--- config.mk ---
export PLATFORM = sky130hd
export DESIGN_NAME = uart_slave
export DESIGN_NICKNAME = d
export VERILOG_FILES = /design/src/source/slave_pkg.sv /design/src/source/frame_decoder.sv /design/src/source/read_channel.sv /design/src/source/slave_sequencer.sv /design/src/source/uart_slave.sv /design/src/source/write_channel.sv
export SDC_FILE = /design/constraint.sdc
export NUM_CORES = 1
export LEC_CHECK = 0
export ABC_CLOCK_PERIOD_IN_PS = 7090
export BUFFER_PORTS_ARGS = -buffer_cell sky130_fd_sc_hd__clkbuf_2
export CORE_MARGIN = 5
export CORE_UTILIZATION = 50
export DETAILED_ROUTE_END_ITERATION = 12
export PLACE_DENSITY = 0.84
export SYNTH_ARGS = -nofsm -noshare
export SYNTH_HDL_FRONTEND = slang
export SYNTH_SLANG_ARGS = --single-unit
--- constraint.sdc ---
create_clock -name clk -period 7.09 [get_ports clk]
set_input_delay 0 -clock clk [delete_from_list [all_inputs] [get_ports clk]]
set_output_delay 0 -clock clk [all_outputs]
set_load 0.01 [all_outputs]
--- src/source/slave_pkg.sv ---
package slave_pkg;

    // bus geometry
    localparam int DATA_WIDTH = 32;
    localparam int SLAVES     = 3;
    localparam int S_ID_WIDTH = $clog2(SLAVES + 1);
    localparam int SLAVE_ID   = 1;

    // start pattern, id, r/w bit
    localparam int CON_BITS   = 3 + S_ID_WIDTH + 1;

    localparam logic [2:0] START_CODE = 3'b111;

    // handshake bytes exchanged with the neighbouring boards
    localparam logic [7:0] ACK_CODE = 8'b11001100;
    localparam logic [7:0] NAK_CODE = 8'b10101010;

    // status sent to the master is the upper nibble of the code
    localparam int STATUS_BITS = 4;

    // retransmission on the send side
    localparam int ACK_TIMEOUT = 200;
    localparam int RETX_LIMIT  = 3;

    typedef logic [DATA_WIDTH-1:0]  word_t;
    typedef logic [S_ID_WIDTH-1:0]  slave_id_t;
    typedef logic [STATUS_BITS-1:0] ack_status_t;

    typedef enum logic [1:0] {
        IDLE,
        WRITE,
        READ
    } seq_state_t;

endpackage

--- src/source/frame_decoder.sv ---
`timescale 1ns/1ps

module frame_decoder
    import slave_pkg::*;
(
    input  logic clk,
    input  logic rstN,
    input  logic control,
    input  logic listen,
    output logic frame_hit,
    output logic frame_write
);

    typedef logic [$clog2(CON_BITS)-1:0] frame_cnt_t;

    // bits taken so far, the newest one arrives on control
    logic [CON_BITS-2:0] frame_sr;
    logic [CON_BITS-1:0] frame_full;
    frame_cnt_t          bit_cnt;
    logic                capturing;
    logic                last_bit;
    logic                start_ok;
    slave_id_t           frame_id;

    assign frame_full = {frame_sr, control};
    assign last_bit   = capturing && (bit_cnt == frame_cnt_t'(CON_BITS - 1));
    assign frame_id   = frame_full[S_ID_WIDTH:1];
    assign start_ok   = (frame_full[CON_BITS-1 -: 3] == START_CODE);

    always_ff @(posedge clk or negedge rstN) begin
        if (!rstN) begin
            capturing   <= 1'b0;
            bit_cnt     <= '0;
            frame_hit   <= 1'b0;
            frame_write <= 1'b0;
        end else begin
            frame_hit <= 1'b0;
            if (!listen) begin
                // a transfer is running, control is ignored
                capturing <= 1'b0;
                bit_cnt   <= '0;
            end else if (last_bit) begin
                capturing   <= 1'b0;
                bit_cnt     <= '0;
                frame_hit   <= start_ok && (frame_id == slave_id_t'(SLAVE_ID));
                frame_write <= frame_full[0];
            end else if (capturing) begin
                bit_cnt <= bit_cnt + 1'b1;
            end else if (control) begin
                // first bit of the start pattern
                capturing <= 1'b1;
                bit_cnt   <= frame_cnt_t'(1);
            end
        end
    end

    always_ff @(posedge clk) begin
        if (listen && (capturing || control)) begin
            frame_sr <= frame_full[CON_BITS-2:0];
        end
    end

    // the sequencer must still be idle when a hit is reported
    hit_while_listening: assert property (
        @(posedge clk) disable iff (!rstN)
        frame_hit |-> listen
    ) else $error("frame_hit raised while the sequencer was busy");

endmodule

--- src/source/read_channel.sv ---
`timescale 1ns/1ps

module read_channel
    import slave_pkg::*;
(
    input  logic        clk,
    input  logic        rstN,
    input  logic        read_go,
    input  logic        g_rxDone,
    input  logic        g_txReady,
    input  word_t       g_byteFromRx,
    input  ack_status_t status_nibble,
    output logic        g_txStart,
    output logic        rD,
    output logic        shifting,
    output logic        read_done,
    output word_t       g_byteForTx
);

    typedef enum logic [1:0] {
        R_IDLE,
        R_WAIT,
        R_ACK,
        R_STREAM
    } rd_state_t;

    typedef logic [$clog2(STATUS_BITS + DATA_WIDTH + 1)-1:0] stream_cnt_t;

    rd_state_t                             state;
    stream_cnt_t                           bit_cnt;
    logic [STATUS_BITS+DATA_WIDTH-1:0]     stream_sr;
    logic                                  load_stream;
    logic                                  first_bit;
    logic                                  last_bit;

    assign shifting    = (state == R_STREAM);
    assign load_stream = (state == R_WAIT) && g_rxDone;
    assign first_bit   = (state == R_ACK) && g_txReady;
    assign last_bit    = shifting && (bit_cnt == stream_cnt_t'(STATUS_BITS + DATA_WIDTH));

    // the previous board only ever gets an ACK from us
    assign g_byteForTx = word_t'(ACK_CODE);
    assign g_txStart   = first_bit;

    always_ff @(posedge clk or negedge rstN) begin
        if (!rstN) begin
            state     <= R_IDLE;
            bit_cnt   <= '0;
            rD        <= 1'b0;
            read_done <= 1'b0;
        end else begin
            read_done <= 1'b0;
            case (state)
                R_IDLE: begin
                    if (read_go) begin
                        state <= R_WAIT;
                    end
                end
                R_WAIT: begin
                    if (g_rxDone) begin
                        state <= R_ACK;
                    end
                end
                R_ACK: begin
                    // status msb leaves together with the ACK start
                    if (g_txReady) begin
                        rD      <= stream_sr[STATUS_BITS+DATA_WIDTH-1];
                        bit_cnt <= stream_cnt_t'(1);
                        state   <= R_STREAM;
                    end
                end
                R_STREAM: begin
                    if (last_bit) begin
                        rD        <= 1'b0;
                        bit_cnt   <= '0;
                        read_done <= 1'b1;
                        state     <= R_IDLE;
                    end else begin
                        rD      <= stream_sr[STATUS_BITS+DATA_WIDTH-1];
                        bit_cnt <= bit_cnt + 1'b1;
                    end
                end
                default: begin
                    state <= R_IDLE;
                end
            endcase
        end
    end

    // status of the last write goes out ahead of the word
    always_ff @(posedge clk) begin
        if (load_stream) begin
            stream_sr <= {status_nibble, g_byteFromRx};
        end else if (first_bit || shifting) begin
            stream_sr <= {stream_sr[STATUS_BITS+DATA_WIDTH-2:0], 1'b0};
        end
    end

    ack_start_backpressure: assert property (
        @(posedge clk) disable iff (!rstN)
        $rose(g_txStart) |-> g_txReady
    ) else $error("g_txStart raised while g_txReady was low");

endmodule

--- src/source/slave_sequencer.sv ---
`timescale 1ns/1ps

module slave_sequencer
    import slave_pkg::*;
(
    input  logic clk,
    input  logic rstN,
    input  logic frame_hit,
    input  logic frame_write,
    input  logic write_done,
    input  logic read_done,
    input  logic accepting,
    input  logic shifting,
    output logic listen,
    output logic write_go,
    output logic read_go,
    output logic ready
);

    seq_state_t state;

    always_ff @(posedge clk or negedge rstN) begin
        if (!rstN) begin
            state    <= IDLE;
            write_go <= 1'b0;
            read_go  <= 1'b0;
        end else begin
            write_go <= 1'b0;
            read_go  <= 1'b0;
            case (state)
                IDLE: begin
                    if (frame_hit) begin
                        if (frame_write) begin
                            state    <= WRITE;
                            write_go <= 1'b1;
                        end else begin
                            state   <= READ;
                            read_go <= 1'b1;
                        end
                    end
                end
                WRITE: begin
                    if (write_done) begin
                        state <= IDLE;
                    end
                end
                READ: begin
                    if (read_done) begin
                        state <= IDLE;
                    end
                end
                default: begin
                    state <= IDLE;
                end
            endcase
        end
    end

    // control frames are only decoded between transfers
    assign listen = (state == IDLE);

    // ready follows the channel that owns the bus in each state
    always_comb begin
        ready = 1'b0;
        case (state)
            IDLE:    ready = 1'b1;
            WRITE:   ready = accepting;
            READ:    ready = shifting;
            default: ready = 1'b0;
        endcase
    end

    go_exclusive: assert property (
        @(posedge clk) disable iff (!rstN)
        !(write_go && read_go)
    ) else $error("write_go and read_go raised together");

    // a done pulse may only come from the channel that was started
    done_matches_state: assert property (
        @(posedge clk) disable iff (!rstN)
        (write_done |-> state == WRITE) and (read_done |-> state == READ)
    ) else $error("done pulse from a channel that is not active");

endmodule

--- src/source/uart_slave.sv ---
`timescale 1ns/1ps

module uart_slave
    import slave_pkg::*;
(
    input  logic  clk,
    input  logic  rstN,

    // master side
    input  logic  control,
    input  logic  wD,
    input  logic  valid,
    output logic  rD,
    output logic  ready,
    output logic  received_ack,

    // send side uart, towards the next board
    output logic  s_txStart,
    output word_t s_byteForTx,
    input  logic  s_txReady,
    input  logic  s_rxDone,
    input  word_t s_byteFromRx,

    // get side uart, from the previous board
    output logic  g_txStart,
    output word_t g_byteForTx,
    input  logic  g_txReady,
    input  logic  g_rxDone,
    input  word_t g_byteFromRx
);

    logic        listen;
    logic        frame_hit;
    logic        frame_write;
    logic        write_go;
    logic        read_go;
    logic        write_done;
    logic        read_done;
    logic        accepting;
    logic        shifting;
    ack_status_t status_nibble;

    frame_decoder frame_decoder_i (
        .clk         (clk),
        .rstN        (rstN),
        .control     (control),
        .listen      (listen),
        .frame_hit   (frame_hit),
        .frame_write (frame_write)
    );

    slave_sequencer slave_sequencer_i (
        .clk         (clk),
        .rstN        (rstN),
        .frame_hit   (frame_hit),
        .frame_write (frame_write),
        .write_done  (write_done),
        .read_done   (read_done),
        .accepting   (accepting),
        .shifting    (shifting),
        .listen      (listen),
        .write_go    (write_go),
        .read_go     (read_go),
        .ready       (ready)
    );

    write_channel write_channel_i (
        .clk           (clk),
        .rstN          (rstN),
        .write_go      (write_go),
        .valid         (valid),
        .wD            (wD),
        .s_txReady     (s_txReady),
        .s_rxDone      (s_rxDone),
        .s_byteFromRx  (s_byteFromRx),
        .s_txStart     (s_txStart),
        .accepting     (accepting),
        .write_done    (write_done),
        .received_ack  (received_ack),
        .s_byteForTx   (s_byteForTx),
        .status_nibble (status_nibble)
    );

    read_channel read_channel_i (
        .clk           (clk),
        .rstN          (rstN),
        .read_go       (read_go),
        .g_rxDone      (g_rxDone),
        .g_txReady     (g_txReady),
        .g_byteFromRx  (g_byteFromRx),
        .status_nibble (status_nibble),
        .g_txStart     (g_txStart),
        .rD            (rD),
        .shifting      (shifting),
        .read_done     (read_done),
        .g_byteForTx   (g_byteForTx)
    );

endmodule

--- src/source/write_channel.sv ---
`timescale 1ns/1ps

module write_channel
    import slave_pkg::*;
(
    input  logic        clk,
    input  logic        rstN,
    input  logic        write_go,
    input  logic        valid,
    input  logic        wD,
    input  logic        s_txReady,
    input  logic        s_rxDone,
    input  word_t       s_byteFromRx,
    output logic        s_txStart,
    output logic        accepting,
    output logic        write_done,
    output logic        received_ack,
    output word_t       s_byteForTx,
    output ack_status_t status_nibble
);

    typedef enum logic [1:0] {
        W_IDLE,
        W_SHIFT,
        W_SEND,
        W_WAIT
    } wr_state_t;

    typedef logic [$clog2(DATA_WIDTH)-1:0]   bit_cnt_t;
    typedef logic [$clog2(ACK_TIMEOUT)-1:0]  timer_t;
    typedef logic [$clog2(RETX_LIMIT+1)-1:0] retx_cnt_t;

    wr_state_t           state;
    bit_cnt_t            bit_cnt;
    timer_t              ack_timer;
    retx_cnt_t           retx_cnt;
    logic [DATA_WIDTH-2:0] word_sr;
    logic                last_bit;
    logic                ack_match;

    assign accepting = (state == W_SHIFT);
    assign last_bit  = accepting && valid && (bit_cnt == bit_cnt_t'(DATA_WIDTH - 1));
    assign ack_match = (s_byteFromRx == word_t'(ACK_CODE));

    // start only goes out while the transmitter can take it
    assign s_txStart = (state == W_SEND) && s_txReady;

    always_ff @(posedge clk or negedge rstN) begin
        if (!rstN) begin
            state         <= W_IDLE;
            bit_cnt       <= '0;
            ack_timer     <= '0;
            retx_cnt      <= '0;
            write_done    <= 1'b0;
            received_ack  <= 1'b0;
            status_nibble <= '0;
        end else begin
            write_done <= 1'b0;
            case (state)
                W_IDLE: begin
                    if (write_go) begin
                        state    <= W_SHIFT;
                        bit_cnt  <= '0;
                        retx_cnt <= '0;
                    end
                end
                W_SHIFT: begin
                    // gaps in valid just stall the count
                    if (valid) begin
                        bit_cnt <= bit_cnt + 1'b1;
                    end
                    if (last_bit) begin
                        state <= W_SEND;
                    end
                end
                W_SEND: begin
                    if (s_txReady) begin
                        // the start cycle counts as the first timeout cycle
                        ack_timer <= timer_t'(1);
                        state     <= W_WAIT;
                    end
                end
                W_WAIT: begin
                    if (s_rxDone) begin
                        write_done    <= 1'b1;
                        received_ack  <= ack_match;
                        status_nibble <= ack_match ? ACK_CODE[7 -: STATUS_BITS]
                                                   : NAK_CODE[7 -: STATUS_BITS];
                        state         <= W_IDLE;
                    end else if (ack_timer == timer_t'(ACK_TIMEOUT - 1)) begin
                        if (retx_cnt == retx_cnt_t'(RETX_LIMIT)) begin
                            // peer never answered
                            write_done    <= 1'b1;
                            received_ack  <= 1'b0;
                            status_nibble <= NAK_CODE[7 -: STATUS_BITS];
                            state         <= W_IDLE;
                        end else begin
                            retx_cnt <= retx_cnt + 1'b1;
                            state    <= W_SEND;
                        end
                    end else begin
                        ack_timer <= ack_timer + 1'b1;
                    end
                end
                default: begin
                    state <= W_IDLE;
                end
            endcase
        end
    end

    // word shifted in msb first and handed to the uart after the last bit
    always_ff @(posedge clk) begin
        if (accepting && valid) begin
            word_sr <= {word_sr[DATA_WIDTH-3:0], wD};
        end
        if (last_bit) begin
            s_byteForTx <= {word_sr, wD};
        end
    end

    tx_start_backpressure: assert property (
        @(posedge clk) disable iff (!rstN)
        $rose(s_txStart) |-> s_txReady
    ) else $error("s_txStart raised while s_txReady was low");

endmodule

# Word level (Yosys, flattened, before mapping)
# Cells that the tools add are included.
[totals] register_bits=147 out_inout_bits=69
[classes] reduce_logical=30 muxes=67 add_sub_neg=5 n_eq_ne=33
[op_table] operator="$mux W36" count=2
[op_table] operator="$mux W2" count=18
[op_table] operator="$eq A32 B8 Y1 const B" count=1
[op_table] operator="$mux W8" count=3
[op_table] operator="$mux W1" count=23
[op_table] operator="$ne A2 B2 Y1 const B" count=11
[op_table] operator="$pmux W2 S4" count=2
[op_table] operator="$pmux W8 S2" count=1
[op_table] operator="$mux W3" count=5
[op_table] operator="$reduce_bool A2 Y1" count=7
[op_table] operator="$eq A2 B2 Y1 const B" count=6
[op_table] operator="$mux W4" count=3
[op_table] operator="$mux W6" count=2
[op_table] operator="$pmux W6 S2" count=1
[op_table] operator="$reduce_and A4 Y1" count=3
[op_table] operator="$mux W5" count=2
[op_table] operator="$pmux W5 S2" count=1
[op_table] operator="$logic_and A1 B1 Y1" count=9
[op_table] operator="$reduce_and A3 Y1" count=3
[op_table] operator="$add A8 B1 Y8 const B" count=1
[op_table] operator="$eq A2 B1 Y1 const B" count=4
[op_table] operator="$eq A8 B8 Y1 const B" count=1
[op_table] operator="$ne A2 B1 Y1 const B" count=4
[op_table] operator="$add A6 B1 Y6 const B" count=1
[op_table] operator="16 further kinds" count=21

# Depth between registers and ports, before layout
[depth] word_depth=5 depth_mapped=6 depth_no_buf=6

# By module
# A second synthesis with hierarchy kept.
[unflattened] cells_unflattened=401 hier_area_um2=6118.4
[modules_own_cells] module="write_channel" area_per_inst_um2=3106.7 instances=1 seq_area_each_um2=2417.3 cells_each=179
[modules_own_cells] module="read_channel" area_per_inst_um2=2363.5 instances=1 seq_area_each_um2=1331.3 cells_each=174
[modules_own_cells] module="frame_decoder" area_per_inst_um2=475.5 instances=1 seq_area_each_um2=300.3 cells_each=34
[modules_own_cells] module="slave_sequencer" area_per_inst_um2=172.7 instances=1 seq_area_each_um2=100.1 cells_each=14

# Least setup slack after synthesis
# Ideal clock, no wire load.
[synth_timing] path_kind="reg2reg" from="register write_channel_i.state[1]" to="register write_channel_i.word_sr[0] (enable)" n_path_buf=0 arrival_time_ps=1984 slack_ps=4687 path_stages_with_launch=4 setup_ps=419 cell_sequence="dfrtp_1 -> nor2b_1 -> inv_1 -> nor2_1"
[synth_via] elab_chain_len=2
[synth_rtl] element="start, declared" line_no="write_channel.sv:33" source="wr_state_t state;"
[synth_rtl] element="start signal, assigned" line_no="write_channel.sv:50" source="state <= W_IDLE;"
[synth_rtl] element="start signal, assigned" line_no="write_channel.sv:62" source="state <= W_SHIFT;"
[synth_rtl] element="start signal, assigned" line_no="write_channel.sv:73" source="state <= W_SEND;"
[synth_rtl] element="$eq A2 B1 Y1" line_no="write_channel.sv:41" source="assign accepting = (state == W_SHIFT);"
[synth_rtl] element="$logic_and A1 B1 Y1" line_no="write_channel.sv:114" source="if (accepting && valid) begin"
[synth_rtl] element="end signal, assigned" line_no="write_channel.sv:115" source="word_sr <= {word_sr[DATA_WIDTH-3:0], wD};"
[synth_rtl] element="end, declared" line_no="write_channel.sv:37" source="logic [DATA_WIDTH-2:0] word_sr;"
# No other way between the ends.
# A chain may end at the register's enable or synchronous reset.

# Worst setup path after layout
[layout_timing] from="register write_channel_i.state[1]" to="register write_channel_i.status_nibble[2]"
[layout_via] elab_chain_len=2
[layout_rtl] element="$eq A2 B2 Y1" line_no="write_channel.sv:59" source="case (state)"
[layout_rtl] element="$reduce_and A3 Y1 (no source line)"
[layout_rtl] element="end signal, assigned" line_no="write_channel.sv:87" source="status_nibble <= ack_match ? ACK_CODE[7 -: STATUS_BITS]"
[layout_rtl] element="end signal, assigned" line_no="write_channel.sv:95" source="status_nibble <= NAK_CODE[7 -: STATUS_BITS];"
[layout_rtl] element="end, declared" line_no="write_channel.sv:19" source="output ack_status_t status_nibble"
# No other way between the ends.

==> impl_metrics.py <==
metrics = {
    "outcome": {
        "status": "complete, no violations",
    },
    "global_route": {
        "grt_pass1_vias": 3854,
        "antenna_found_initial": 0,
        "grt_overflow": 0,
        "track_usage": 0.172,
        "grt_max_degree": 42,
        "grt_pass1_wl_um": 19200,
    },
    "yosys": {
        "syn_inst": 410,
        "synth-edff-count": 104,
        "yosys_register_bits": 145,
        "yosys.area.top_type": "edfxtp_1",
        "yosysTopAreaCellShare": 0.515,
        "synth_ff_type": "edfxtp_1",
        "synth_warnings": 0,
        "ys_seq_area_frac": 0.684,
        "synthDistinctLibCells": 53,
        "ys_top_cells_by_area": "edfxtp_1 (52%), dfrtp_1 (17%), mux2_2 (6.9%)",
        "synth_area_sq_um": 6060,
        "syn_area_per_cell_sq_um": 14.8,
        "async_reset_ff_frac": 0.283,
    },
    "routing": {
        "viasPerCell": 5.19,
        "num_vias": 3815,
        "first_pass_iters": 4,
        "drt_iter0_drc": 360,
        "wire_per_inst_um": 16.5,
        "remaining_drc_errors": 0,
        "wirelength_um": 12200,
        "ant_nets": 0,
    },
    "placement": {
        "post-place-ws_ns": 5.17,
        "io_buffers": 109,
        "dp_hpwl_um": 8050,
        "gp_congestion": 0.858,
    },
    "timing": {
        "max_slew_margin": 0.318,
        "post-route-min-period_ns": 2.69,
        "whs_ns": 0.0595,
        "finalSetupViolCount": 0,
        "fmax_ghz": 0.372,
        "min_period_over_period": 0.379,
        "setup_slack_ns": 4.40,
        "drv_slew": 0,
        "fin_skew_ns": 0.00726,
        "rsz0062_at_grt": "false",
        "setup_tns_ns": 0,
        "tightest_slew_ns": 1.02,
        "hold_violations": 0,
    },
    "final_layout": {
        "antennaDiodeCount": 0,
        "syn_to_final_growth_pct": 26.2,
        "drive_gt1_frac": 0.311,
        "nets": 661,
        "fillCellCount": 834,
    },
    "clock_tree": {
        "clock-sinks": 145,
        "insertion_delay_ns": 0.41,
        "cts.clk_slew.worst_paths_ns": 0.06,
        "cts-root-buf": "clkbuf_16",
        "cts_buffers": 17,
        "cts_tree": "built",
        "cts_max_level": 4,
        "clk_path_buf_depth": 2,
    },
    "pwr": {
        "ir_drop_mv": 0.219,
        "p_leak_nw": 3.19,
        "fin_total_pwr_mw": 2.89,
        "p_per_area_nw_per_um2": 378,
    },
    "floorplanning": {
        "die_x_um": 120,
        "die_area_sq_um": 14400,
        "coreArea_sq_um": 12000,
        "die_y_um": 120,
        "std_cell_rows": 40,
        "initial_core_util": 0.507,
        "io_pins": 142,
    },
    "worst_setup_path": {
        "end_kind": "flip-flop",
        "cp-start-kind": "flip-flop",
        "critPathRequiredTime_ns": 7.44,
        "r2r_setup_slack_ns": 4.40,
        "cp.arrival_ns": 3.04,
        "worstPathMaxFanout": 12,
        "crit_type": "reg2reg",
    },
    "run": {
        "cap_violations": 0,
    },
    "hold_path": {
        "min_path_type": "in2reg",
    },
}
-- flip-flops by register name, indices dropped and copies added, names as in the netlist, 2 cells and up --
register	cells
write_channel_i.word_sr	31
write_channel_i.s_byteForTx	32
read_channel_i.stream_sr	36
write_channel_i.status_nibble	3
read_channel_i.bit_cnt	6
frame_decoder_i.bit_cnt	3
write_channel_i.state	2
write_channel_i.retx_cnt	2
write_channel_i.bit_cnt	5
read_channel_i.state	2
write_channel_i.ack_timer	8
frame_decoder_i.frame_sr	5
slave_sequencer_i.state	2
-- metrics by stage --
| stage | area, sq um | std cells | utilization |
|---|---|---|---|
| floorplan | 6170 | 440 | - |
| global placement | 6670 | 662 | 0.558 |
| detailed placement | 6670 | 662 | 0.558 |
| CTS | 7650 | 735 | 0.640 |
| global route | 7650 | 735 | 0.640 |
| finish | 7650 | 735 | 0.640 |
-- cell type report --
| class | count | area (sq um) | share of cell area |
|---|---|---|---|
| Sequential cell | 145 | 4150 | 0.542 |
| Multi-Input combinational cell | 241 | 1700 | 0.223 |
| Timing Repair Buffer | 154 | 986 | 0.129 |
| Clock buffer | 19 | 433 | 0.0566 |
| Tap cell | 147 | 184 | 0.0240 |
| Clock inverter | 13 | 135 | 0.0177 |
| Inverter | 16 | 60.1 | 0.00785 |
-- repair_timing --
| action | in CTS | in global routing |
|---|---|---|
| hold endpoints to repair | 83 | 0 |
| gates resized for setup | 0 | 0 |
| hold buffers | 41 | 0 |
| setup buffers | 0 | 0 |
-- path summary, 6_finish.rpt --
kind | startpoint | to | cells past startpoint
max in group asynchronous | rstN | write_channel_i.bit_cnt[2] | 2
max | write_channel_i.state[1] | write_channel_i.status_nibble[2] | 6
min reg2reg | write_channel_i.word_sr[30] | write_channel_i.s_byteForTx[31] | 0
max reg2reg | write_channel_i.state[1] | write_channel_i.status_nibble[2] | 6
min in group asynchronous | rstN | read_channel_i.state[0] | 2
min | s_byteFromRx[1] | write_channel_i.status_nibble[1] | 5
-- placed cells by master (no fill, tap or decap), types with 3 or more instances in the layout --
cell / count
ha_1: 13
o21a_1: 3
dlygate4sd3_1: 41
nand4_1: 4
nand3_1: 10
nor3_1: 7
inv_6: 4
nand2b_1: 4
edfxtp_1: 104
mux2i_1: 9
a22o_1: 3
and3_1: 9
conb_1: 32
dfrtp_1: 41
buf_4: 4
a21o_1: 4
nor2b_1: 3
and2_1: 6
inv_1: 16
nor4_1: 5
nor2_1: 12
mux2_2: 37
clkbuf_2: 109
a21oi_1: 13
nand2_1: 24
clkbuf_16: 17
o21ai_0: 10
clkinv_1: 3
-- synth_stat cells (3+ instances only) --
cell,instances
and3_1,9
o21ai_0,10
nand3_1,10
buf_4,32
and2_1,6
mux2i_1,9
nor3_1,7
clkbuf_1,5
ha_1,13
mux2_2,37
inv_1,16
a22o_1,3
nor2_1,13
o21a_1,3
nand2_1,24
a21oi_1,13
a21o_1,4
edfxtp_1,104
nor2b_1,3
nand2b_1,4
nand4_1,4
nor4_1,5
dfrtp_1,41
-- routing by layer --
metal | wire, um | vias to the layer above | global-route usage
li1 | - | 1800 | -
met1 | 5020 | 1853 | 0.210
met2 | 6200 | 146 | 0.292
met3 | 765 | 16 | 0.0500
met4 | 178 | 0 | 0.0616
met5 | 0 | - | 0
-- critical path, stage by stage (launching register included) --
cell	delay, ns
dfrtp_1	0.56
and2_1	0.27
nand4b_1	0.14
dlygate4sd3_1	0.60
or4_4	0.42
dlygate4sd3_1	0.57
nand2_1	0.07
-- logic make-up after synthesis --
kind of cell,Yosys count,synth area share
AO/OA/AOI/OAI,50,0.0597
adder cells (fa/ha/maj),13,0.0268
XOR/XNOR,1,0.00145
AND/OR/NAND/NOR,99,0.0894
multiplexers,46,0.0836
flip-flops,145,0.684
buffers and inverters,54,0.0535
other,2,0.00124
-- where the power goes --
part	total [mW]	switching (mW)	internal, mW
clock	0.858	0.340	0.518
sequential	1.41	0.146	1.27
combinational	0.621	0.341	0.281
Note: power is estimated with default switching activity, not from simulation.
